`config.mk`:
```
export PLATFORM = sky130hd
export DESIGN_NAME = mini_core
export DESIGN_NICKNAME = d
export VERILOG_FILES = /design/src/source/common_pkg.sv /design/src/source/mini_core.sv /design/src/source/mini_alu.sv /design/src/source/mini_rf.sv
export SDC_FILE = /design/constraint.sdc
export NUM_CORES = 2
export LEC_CHECK = 0
export ABC_AREA = 1
export BUFFER_PORTS_ARGS = -buffer_cell sky130_fd_sc_hd__clkbuf_2
export CORE_AREA = 4 4 397 399
export CTS_CLUSTER_SIZE = 14
export DETAILED_ROUTE_END_ITERATION = 6
export DIE_AREA = 0 0 401 403
export SYNTH_ARGS = -nofsm -noshare
export SYNTH_HDL_FRONTEND = slang
export SYNTH_SLANG_ARGS = --single-unit
```
`constraint.sdc`:
```
create_clock -name Clock -period 11.85 [get_ports Clock]
set_input_delay 0.5925 -clock Clock [delete_from_list [all_inputs] [get_ports Clock]]
set_output_delay 0.5925 -clock Clock [all_outputs]
set_load 0.02 [all_outputs]
```
`src/source/common_pkg.sv`:
```
`default_nettype none

package common_pkg;

//==========================================================================
//  sizes and fabric memory map
//==========================================================================
localparam int XLEN       = 32;
localparam int IMEM_DEPTH = 256;                           // words
localparam int DMEM_DEPTH = 256;                           // words
localparam int IMEM_AW    = $clog2(IMEM_DEPTH);
localparam int DMEM_AW    = $clog2(DMEM_DEPTH);
localparam int RF_NUM_MSB = 15;                            // rv32e default

localparam logic [XLEN-1:0] IMEM_BASE = 32'h0000_0000;
localparam logic [XLEN-1:0] DMEM_BASE = 32'h0001_0000;
localparam logic [XLEN-1:0] CTRL_ADDR = 32'h0002_0000;     // wr b0 start, rd {halted,running}

// rv32 major opcodes
localparam logic [6:0] OPC_OP_IMM = 7'b0010011;
localparam logic [6:0] OPC_OP     = 7'b0110011;
localparam logic [6:0] OPC_LUI    = 7'b0110111;
localparam logic [6:0] OPC_LOAD   = 7'b0000011;
localparam logic [6:0] OPC_STORE  = 7'b0100011;
localparam logic [XLEN-1:0] INSTR_EBREAK = 32'h0010_0073;

//==========================================================================
//  fabric types
//==========================================================================
typedef struct packed {
   logic [3:0] X;
   logic [3:0] Y;
} t_tile_id;

typedef enum logic [1:0] {
   FAB_WR,
   FAB_RD,
   FAB_RD_RSP
} t_fab_op;

typedef struct packed {
   t_fab_op         Opcode;
   logic [XLEN-1:0] Address;
   logic [XLEN-1:0] Data;
   t_tile_id        Requestor;                             // sender
   t_tile_id        Target;                                // receiver
} t_tile_trans;

typedef struct packed {
   logic RspReady;
} t_fab_ready;

//==========================================================================
//  core types
//==========================================================================
typedef struct packed {
   logic [XLEN-1:0] WrData;
   logic [XLEN-1:0] Address;                               // byte address in dmem
   logic [3:0]      ByteEn;
   logic            WrEn;
   logic            RdEn;
} t_core2mem_req;

typedef struct packed {
   logic [6:0] Funct7;
   logic [4:0] Rs2;
   logic [4:0] Rs1;
   logic [2:0] Funct3;
   logic [4:0] Rd;
   logic [6:0] Opcode;
} t_instr;

typedef enum logic [2:0] {
   OP_ADD,
   OP_SUB,
   OP_LUI,
   OP_LOAD,
   OP_STORE,
   OP_HALT,
   OP_ILLEGAL
} t_alu_op;

typedef struct packed {
   t_alu_op         Op;
   logic [4:0]      Rd;
   logic [4:0]      Rs1;
   logic [4:0]      Rs2;
   logic [XLEN-1:0] Imm;
} t_decoded;

endpackage

`default_nettype wire
```
`src/source/mini_core.sv`:
```
`timescale 1ns/1ps
`default_nettype none

module mini_core
import common_pkg::*;
#(parameter int RF_NUM_MSB = common_pkg::RF_NUM_MSB)
(
   input  logic            Clock,
   input  logic            rstN,
   input  logic            RunQ100H,
   output logic            HaltQ102H,
   input  logic            ReadyQ101H,
   output logic [XLEN-1:0] PcQ100H,
   input  var t_instr      PreInstructionQ101H,
   input  logic            DMemReady,
   output var t_core2mem_req Core2DmemReqQ103H,
   input  logic [XLEN-1:0] DMemRdRspQ104H
);

typedef enum logic [2:0] {
   S_IDLE,
   S_FETCH,
   S_EXEC,
   S_MEM,
   S_WB
} t_state;

t_state          stateQ;
t_instr          irQ;                                      // latched at end of exec
t_instr          instrCur;
t_decoded        dec;
logic [XLEN-1:0] rs1Val;
logic [XLEN-1:0] rs2Val;
logic [XLEN-1:0] aluResult;
logic [XLEN-1:0] effAddr;
logic            isMemOp;
logic            rfWrEn;
logic [XLEN-1:0] rfWrData;

//==========================================================================
//  sequencer
//==========================================================================
// fresh word straight from imem in exec, ir afterwards
assign instrCur  = (stateQ == S_EXEC) ? PreInstructionQ101H : irQ;
assign isMemOp   = dec.Op inside {OP_LOAD, OP_STORE};
assign HaltQ102H = (stateQ == S_EXEC) && (dec.Op inside {OP_HALT, OP_ILLEGAL});

always_ff @(posedge Clock) begin
   if (!rstN) begin
      stateQ  <= S_IDLE;
      PcQ100H <= '0;
   end else begin
      case (stateQ)
         S_IDLE: begin
            PcQ100H <= '0;                                 // every run starts at 0
            if (RunQ100H) stateQ <= S_FETCH;
         end
         S_FETCH: if (ReadyQ101H) stateQ <= S_EXEC;        // wait out fabric on imem
         S_EXEC: begin
            if (HaltQ102H) begin
               stateQ <= S_IDLE;                           // pc stays on halting instr
            end else begin
               PcQ100H <= PcQ100H + 32'd4;
               stateQ  <= isMemOp ? S_MEM : S_WB;
            end
         end
         S_MEM:   if (DMemReady) stateQ <= S_WB;           // req held until granted
         S_WB:    stateQ <= S_FETCH;
         default: stateQ <= S_IDLE;
      endcase
   end
end

always_ff @(posedge Clock) begin
   if (stateQ == S_EXEC) irQ <= PreInstructionQ101H;
end

//==========================================================================
//  datapath
//==========================================================================
assign rfWrEn   = (stateQ == S_WB) && (dec.Op inside {OP_ADD, OP_SUB, OP_LUI, OP_LOAD});
assign rfWrData = (dec.Op == OP_LOAD) ? DMemRdRspQ104H : aluResult;

// dmem request, word accesses only
assign Core2DmemReqQ103H.WrData  = rs2Val;
assign Core2DmemReqQ103H.Address = effAddr;
assign Core2DmemReqQ103H.ByteEn  = 4'hF;
assign Core2DmemReqQ103H.WrEn    = (stateQ == S_MEM) && (dec.Op == OP_STORE);
assign Core2DmemReqQ103H.RdEn    = (stateQ == S_MEM) && (dec.Op == OP_LOAD);

mini_rf #(.RF_NUM_MSB(RF_NUM_MSB)) mini_rf (
   .Clock   (Clock),
   .rstN    (rstN),
   .RdAddr1 (dec.Rs1),
   .RdAddr2 (dec.Rs2),
   .RdData1 (rs1Val),
   .RdData2 (rs2Val),
   .WrEn    (rfWrEn),
   .WrAddr  (dec.Rd),
   .WrData  (rfWrData)
);

mini_alu #(.RF_NUM_MSB(RF_NUM_MSB)) mini_alu (
   .Instr   (instrCur),
   .Rs1Val  (rs1Val),
   .Rs2Val  (rs2Val),
   .Decoded (dec),
   .Result  (aluResult),
   .EffAddr (effAddr)
);

endmodule

`default_nettype wire

```
`src/source/mini_alu.sv`:
```
`timescale 1ns/1ps
`default_nettype none

module mini_alu
import common_pkg::*;
#(parameter int RF_NUM_MSB = common_pkg::RF_NUM_MSB)
(
   input  var t_instr      Instr,
   input  logic [XLEN-1:0] Rs1Val,
   input  logic [XLEN-1:0] Rs2Val,
   output var t_decoded    Decoded,
   output logic [XLEN-1:0] Result,
   output logic [XLEN-1:0] EffAddr
);

logic [XLEN-1:0] immI;
logic [XLEN-1:0] immS;
logic [XLEN-1:0] immU;
logic            badRd;
logic            badRs1;
logic            badRs2;

assign immI   = {{20{Instr[31]}}, Instr[31:20]};
assign immS   = {{20{Instr[31]}}, Instr.Funct7, Instr.Rd};
assign immU   = {Instr[31:12], 12'b0};
assign badRd  = Instr.Rd  > RF_NUM_MSB;
assign badRs1 = Instr.Rs1 > RF_NUM_MSB;
assign badRs2 = Instr.Rs2 > RF_NUM_MSB;

//==========================================================================
//  decode
//==========================================================================
always_comb begin
   Decoded     = '{Op: OP_ILLEGAL, Rd: '0, Rs1: '0, Rs2: '0, Imm: '0};
   Decoded.Rd  = Instr.Rd;                                 // unused fields stay 0
   Decoded.Rs1 = Instr.Rs1;
   case (Instr.Opcode)
      OPC_OP_IMM: if (Instr.Funct3 == 3'b000 && !badRd && !badRs1) begin
         Decoded.Op  = OP_ADD;                             // addi, rs2 reads x0
         Decoded.Imm = immI;
      end
      OPC_OP: if (Instr.Funct3 == 3'b000 && !badRd && !badRs1 && !badRs2) begin
         Decoded.Rs2 = Instr.Rs2;
         if (Instr.Funct7 == 7'b0000000) Decoded.Op = OP_ADD;
         else if (Instr.Funct7 == 7'b0100000) Decoded.Op = OP_SUB;
      end
      OPC_LUI: if (!badRd) begin
         Decoded.Op  = OP_LUI;
         Decoded.Imm = immU;
      end
      OPC_LOAD: if (Instr.Funct3 == 3'b010 && !badRd && !badRs1) begin
         Decoded.Op  = OP_LOAD;                            // lw only
         Decoded.Imm = immI;
      end
      OPC_STORE: if (Instr.Funct3 == 3'b010 && !badRs1 && !badRs2) begin
         Decoded.Op  = OP_STORE;                           // sw only
         Decoded.Rd  = '0;
         Decoded.Rs2 = Instr.Rs2;
         Decoded.Imm = immS;
      end
      default: if (Instr == INSTR_EBREAK) Decoded.Op = OP_HALT;
   endcase
end

//==========================================================================
//  execute
//==========================================================================
assign EffAddr = Rs1Val + Decoded.Imm;

always_comb begin
   case (Decoded.Op)
      OP_ADD:  Result = Rs1Val + Rs2Val + Decoded.Imm;      // imm is 0 for add
      OP_SUB:  Result = Rs1Val - Rs2Val;
      OP_LUI:  Result = Decoded.Imm;
      default: Result = EffAddr;
   endcase
end

endmodule

`default_nettype wire

```
`src/source/mini_rf.sv`:
```
`timescale 1ns/1ps
`default_nettype none

module mini_rf
import common_pkg::*;
#(parameter int RF_NUM_MSB = common_pkg::RF_NUM_MSB)
(
   input  logic            Clock,
   input  logic            rstN,
   input  logic [4:0]      RdAddr1,
   input  logic [4:0]      RdAddr2,
   output logic [XLEN-1:0] RdData1,
   output logic [XLEN-1:0] RdData2,
   input  logic            WrEn,
   input  logic [4:0]      WrAddr,
   input  logic [XLEN-1:0] WrData
);

logic [XLEN-1:0] regsQ [1:RF_NUM_MSB];                     // x0 has no storage

// x0 and out-of-range indices read as zero
assign RdData1 = (RdAddr1 == '0 || RdAddr1 > RF_NUM_MSB) ? '0 : regsQ[RdAddr1];
assign RdData2 = (RdAddr2 == '0 || RdAddr2 > RF_NUM_MSB) ? '0 : regsQ[RdAddr2];

always_ff @(posedge Clock) begin
   if (!rstN) begin
      for (int i = 1; i <= RF_NUM_MSB; i++) regsQ[i] <= '0;
   end else if (WrEn && WrAddr != '0 && WrAddr <= RF_NUM_MSB) begin
      regsQ[WrAddr] <= WrData;                             // seen by reads next cycle
   end
end

endmodule

`default_nettype wire

```
==> flow_metrics.py <==
metrics = {
    "worst_hold_path": {
        "min_from": "DMemReady",
        "hold_class": "in2reg",
        "holdPathStages": 4,
        "whs_endpoint": "stateQ[1]$_SDFFE_PN0P_",
    },
    "timing": {
        "fin_crit_ns": 10.12,
        "finalSetupViolations": 0,
        "final_hold_viol_count": 0,
        "fin_skew_ns": 0.0314,
        "fin_crit_sh_pct": 85.4,
        "rsz0062_at_grt": "false",
        "drv_slew": 0,
        "slew_headroom_pct": 2.54,
        "worst_pin_slew_ns": 1.46,
        "finalSetupTns_ns": 0,
        "setup_ws_ns": 1.73,
        "max_freq_mhz": 98.8,
    },
    "die": {
        "fp.dieW_microns": 401,
        "fp.dieArea_sq_um": 162000,
        "start_util_pct": 26.0,
        "die_h_microns": 403,
        "pin_count": 172,
        "row_count": 144,
        "core_sq_um": 154000,
    },
    "placed_design": {
        "place_area_sq_um": 42800,
        "dpl.hpwl_microns": 122000,
        "pre_cts_ws_ns": 2.04,
        "port_buffers": 165,
        "gp_congestion": 0.955,
    },
    "synthesis": {
        "synth_largest_area_cell": "edfxtp_1",
        "synthArstFlopShare_pct": 0,
        "netlist_instances": 5261,
        "synth.avg_cell_area_sq_um": 7.59,
        "synth_top_area_share_pct": 38.5,
        "yosys_warnings": 0,
        "ys_seq_area_share_pct": 41.7,
        "ys.flop_type": "edfxtp_1",
        "synth_edf_count": 512,
        "netlist_area_sq_um": 39900,
        "yosysUniqueCellTypes": 79,
        "yosys-top-cells-area": "edfxtp_1 (38%), nand2_1 (13%), inv_1 (6.6%), nand3_1 (5.6%), a21oi_1 (4.2%)",
        "ys_seq_elements": 577,
    },
    "power_and_ir_drop": {
        "vdd_drop_max_v": 0.000147,
        "p_total_uw": 11200,
        "leakage_uw": 0.0201,
        "power_density_nw_per_um2": 250,
    },
    "global_routing": {
        "first_global_vias": 36693,
        "grt.overflow.total": 0,
        "grt_first_pass_wirelength_microns": 256000,
        "grt_max_degree": 151,
        "grt_use_total_pct": 21.3,
        "antenna_found_initial": 9,
    },
    "route": {
        "viasPerCell": 5.32,
        "dr.pass1.iters": 6,
        "drt_iter0_markers": 5520,
        "wirelength_microns": 180000,
        "wire_per_inst_microns": 24.3,
        "postRouteAntennaNets": 0,
        "via_count": 39397,
        "post-route-drc-count": 0,
    },
    "final_layout": {
        "final_cell_mix": "nand2_1 (1405), inv_1 (699), edfxtp_1 (512), nand3_1 (444), nor2_1 (369)",
        "final_common_cell": "nand2_1",
        "drive_gt1_share_pct": 10.8,
        "final_cell_area_sq_um": 44800,
        "final_util_pct": 29.1,
        "synthToLayoutAreaGrowth_pct": 12.1,
        "fin_nets": 5497,
    },
    "cts": {
        "cts-resized-gates": 0,
        "clock-sinks": 577,
        "clkLatencyLatePin_ns": 0.67,
        "cts_root_buf": "clkbuf_16",
        "path_clk_slew_ns": 0.06,
        "cts_buffers": 58,
        "postCtsSetupBuffers": 0,
        "clk_path_buf_depth": 3,
        "h-tree-depth": 2,
        "cts_tree": "yes",
        "cts_hold_buf": 0,
    },
    "worst_setup_path": {
        "max_stage_delay_ns": 1.14,
        "r2r_cells": 33,
        "end_kind": "flip-flop",
        "worst_ep_arrival_time_ns": 10.61,
        "worstSetupPathType": "reg2reg",
        "cp_slowest_cell": "nor3b_1",
        "worst_path_most_repeated_cell": "nand2_1",
        "crit_path_max_fanout": 78,
        "rrSetupSlack_ns": 1.73,
        "critPathRequiredTime_ns": 12.34,
        "start_kind": "flip-flop",
        "r2r-end": "mini_rf.regsQ[4][31]$_SDFFCE_PN0P_",
        "regToRegStartpoint": "stateQ[1]$_SDFFE_PN0P_",
    },
    "run_status": {
        "outcome": "finished, final reports clean",
    },
    "job": {
        "maxCapViolations": 0,
    },
}
==> worst max-delay path, delay by kind of cell, from the launching register on <==
kind | cells | cell delay, ns
AOI/OAI and AO/OA | 8 | 1.62
adders and majority gates | 2 | 0.89
buffers and inverters | 7 | 2.54
DFF | 1 | 0.65
and+or+nand+nor | 16 | 4.08
==> how the worst max path moves through the flow <==
stage | from | endpoint | slack, ns | cells after the start
6_report | stateQ[1]$_SDFFE_PN0P_ | mini_rf.regsQ[4][31]$_SDFFCE_PN0P_ | 1.73 | 33
4_1_cts | stateQ[1]$_SDFFE_PN0P_ | mini_rf.regsQ[5][26]$_SDFFCE_PN0P_ | 2.07 | 35
3_5_place_dp | stateQ[1]$_SDFFE_PN0P_ | mini_rf.regsQ[10][26]$_SDFFCE_PN0P_ | 2.04 | 35
3_3_place_gp | stateQ[1]$_SDFFE_PN0P_ | mini_rf.regsQ[5][26]$_SDFFCE_PN0P_ | 2.22 | 35
5_1_grt | stateQ[1]$_SDFFE_PN0P_ | mini_rf.regsQ[9][30]$_SDFFCE_PN0P_ | 1.22 | 33
2_1_floorplan | stateQ[0]$_SDFFE_PN0P_ | mini_rf.regsQ[13][26]$_SDFFCE_PN0P_ | 4.99 | 42
==> state kept, by name (all words and copies together), names as in the netlist <==
register / count
irQ: 32
mini_rf.regsQ: 512
stateQ: 3
PcQ100H: 30
==> cell families after synthesis <==
| family | synth area share, % |
|---|---|
| flops | 41.7 |
| simple gates | 27.3 |
| fa+ha+maj | 4.17 |
| other cells | 0.0188 |
| compound gates | 14.6 |
| xor+xnor | 1.32 |
| buf+inv | 10.9 |
==> synthesized netlist by cell type, drive strengths merged (4+ instances only) <==
library cell,instances
o211ai,124
o221ai,20
fa,25
a21boi,10
inv,738
buf,158
clkinv,21
a311o,7
o21ai,255
or2,11
o31ai,10
nand3b,18
xor2,38
a21o,9
nor3b,9
nand4,37
a32o,6
a21oi,348
o22ai,10
a31oi,39
o21bai,11
a22oi,14
dfxtp,65
a211oi,10
and2,4
nand2,1479
edfxtp,512
ha,93
clkbuf,148
a311oi,20
nand3,471
o311ai,5
nor3,51
xnor2,22
a221oi,29
nor4,15
nor2,394
o21a,7
==> routing by layer <==
layer	track usage, %	up-vias	part of all wire [%]
met5	0	-	0.0072
met4	10.3	2	5.6
met3	4.41	523	11
met2	34.1	2613	45
met1	27.2	18712	38
li1	-	17547	-
==> power breakdown <==
part	leakage (uW)	internal (uW)	switching, uW
combinational	0.0133	1670	5050
sequential	0.00582	2420	67.3
clock	0.000964	1110	872
total	0.0201	5190	5990
==> per-stage QoR <==
| stage | hold WS [ns] | std cells |
|---|---|---|
| after detailed placement | 0.468 | 7294 |
| after CTS | 0.206 | 7401 |
| final | 0.236 | 7409 |
| after global routing | 0.252 | 7404 |
| after global placement | 0.458 | 7294 |
| after floorplan | 0.437 | 5297 |
==> final cells by class <==
type / instances / area, sq um
fill: 16630 / 109000
antenna: 8 / 20.0
inverter: 759 / 2860
tap: 2044 / 2560
clock buffer: 65 / 1500
timing repair buffer: 259 / 1560
sequential: 577 / 16700
clock inverter: 42 / 458
multi-input combinational: 3655 / 19100
Power figures use the tool's default switching activity.
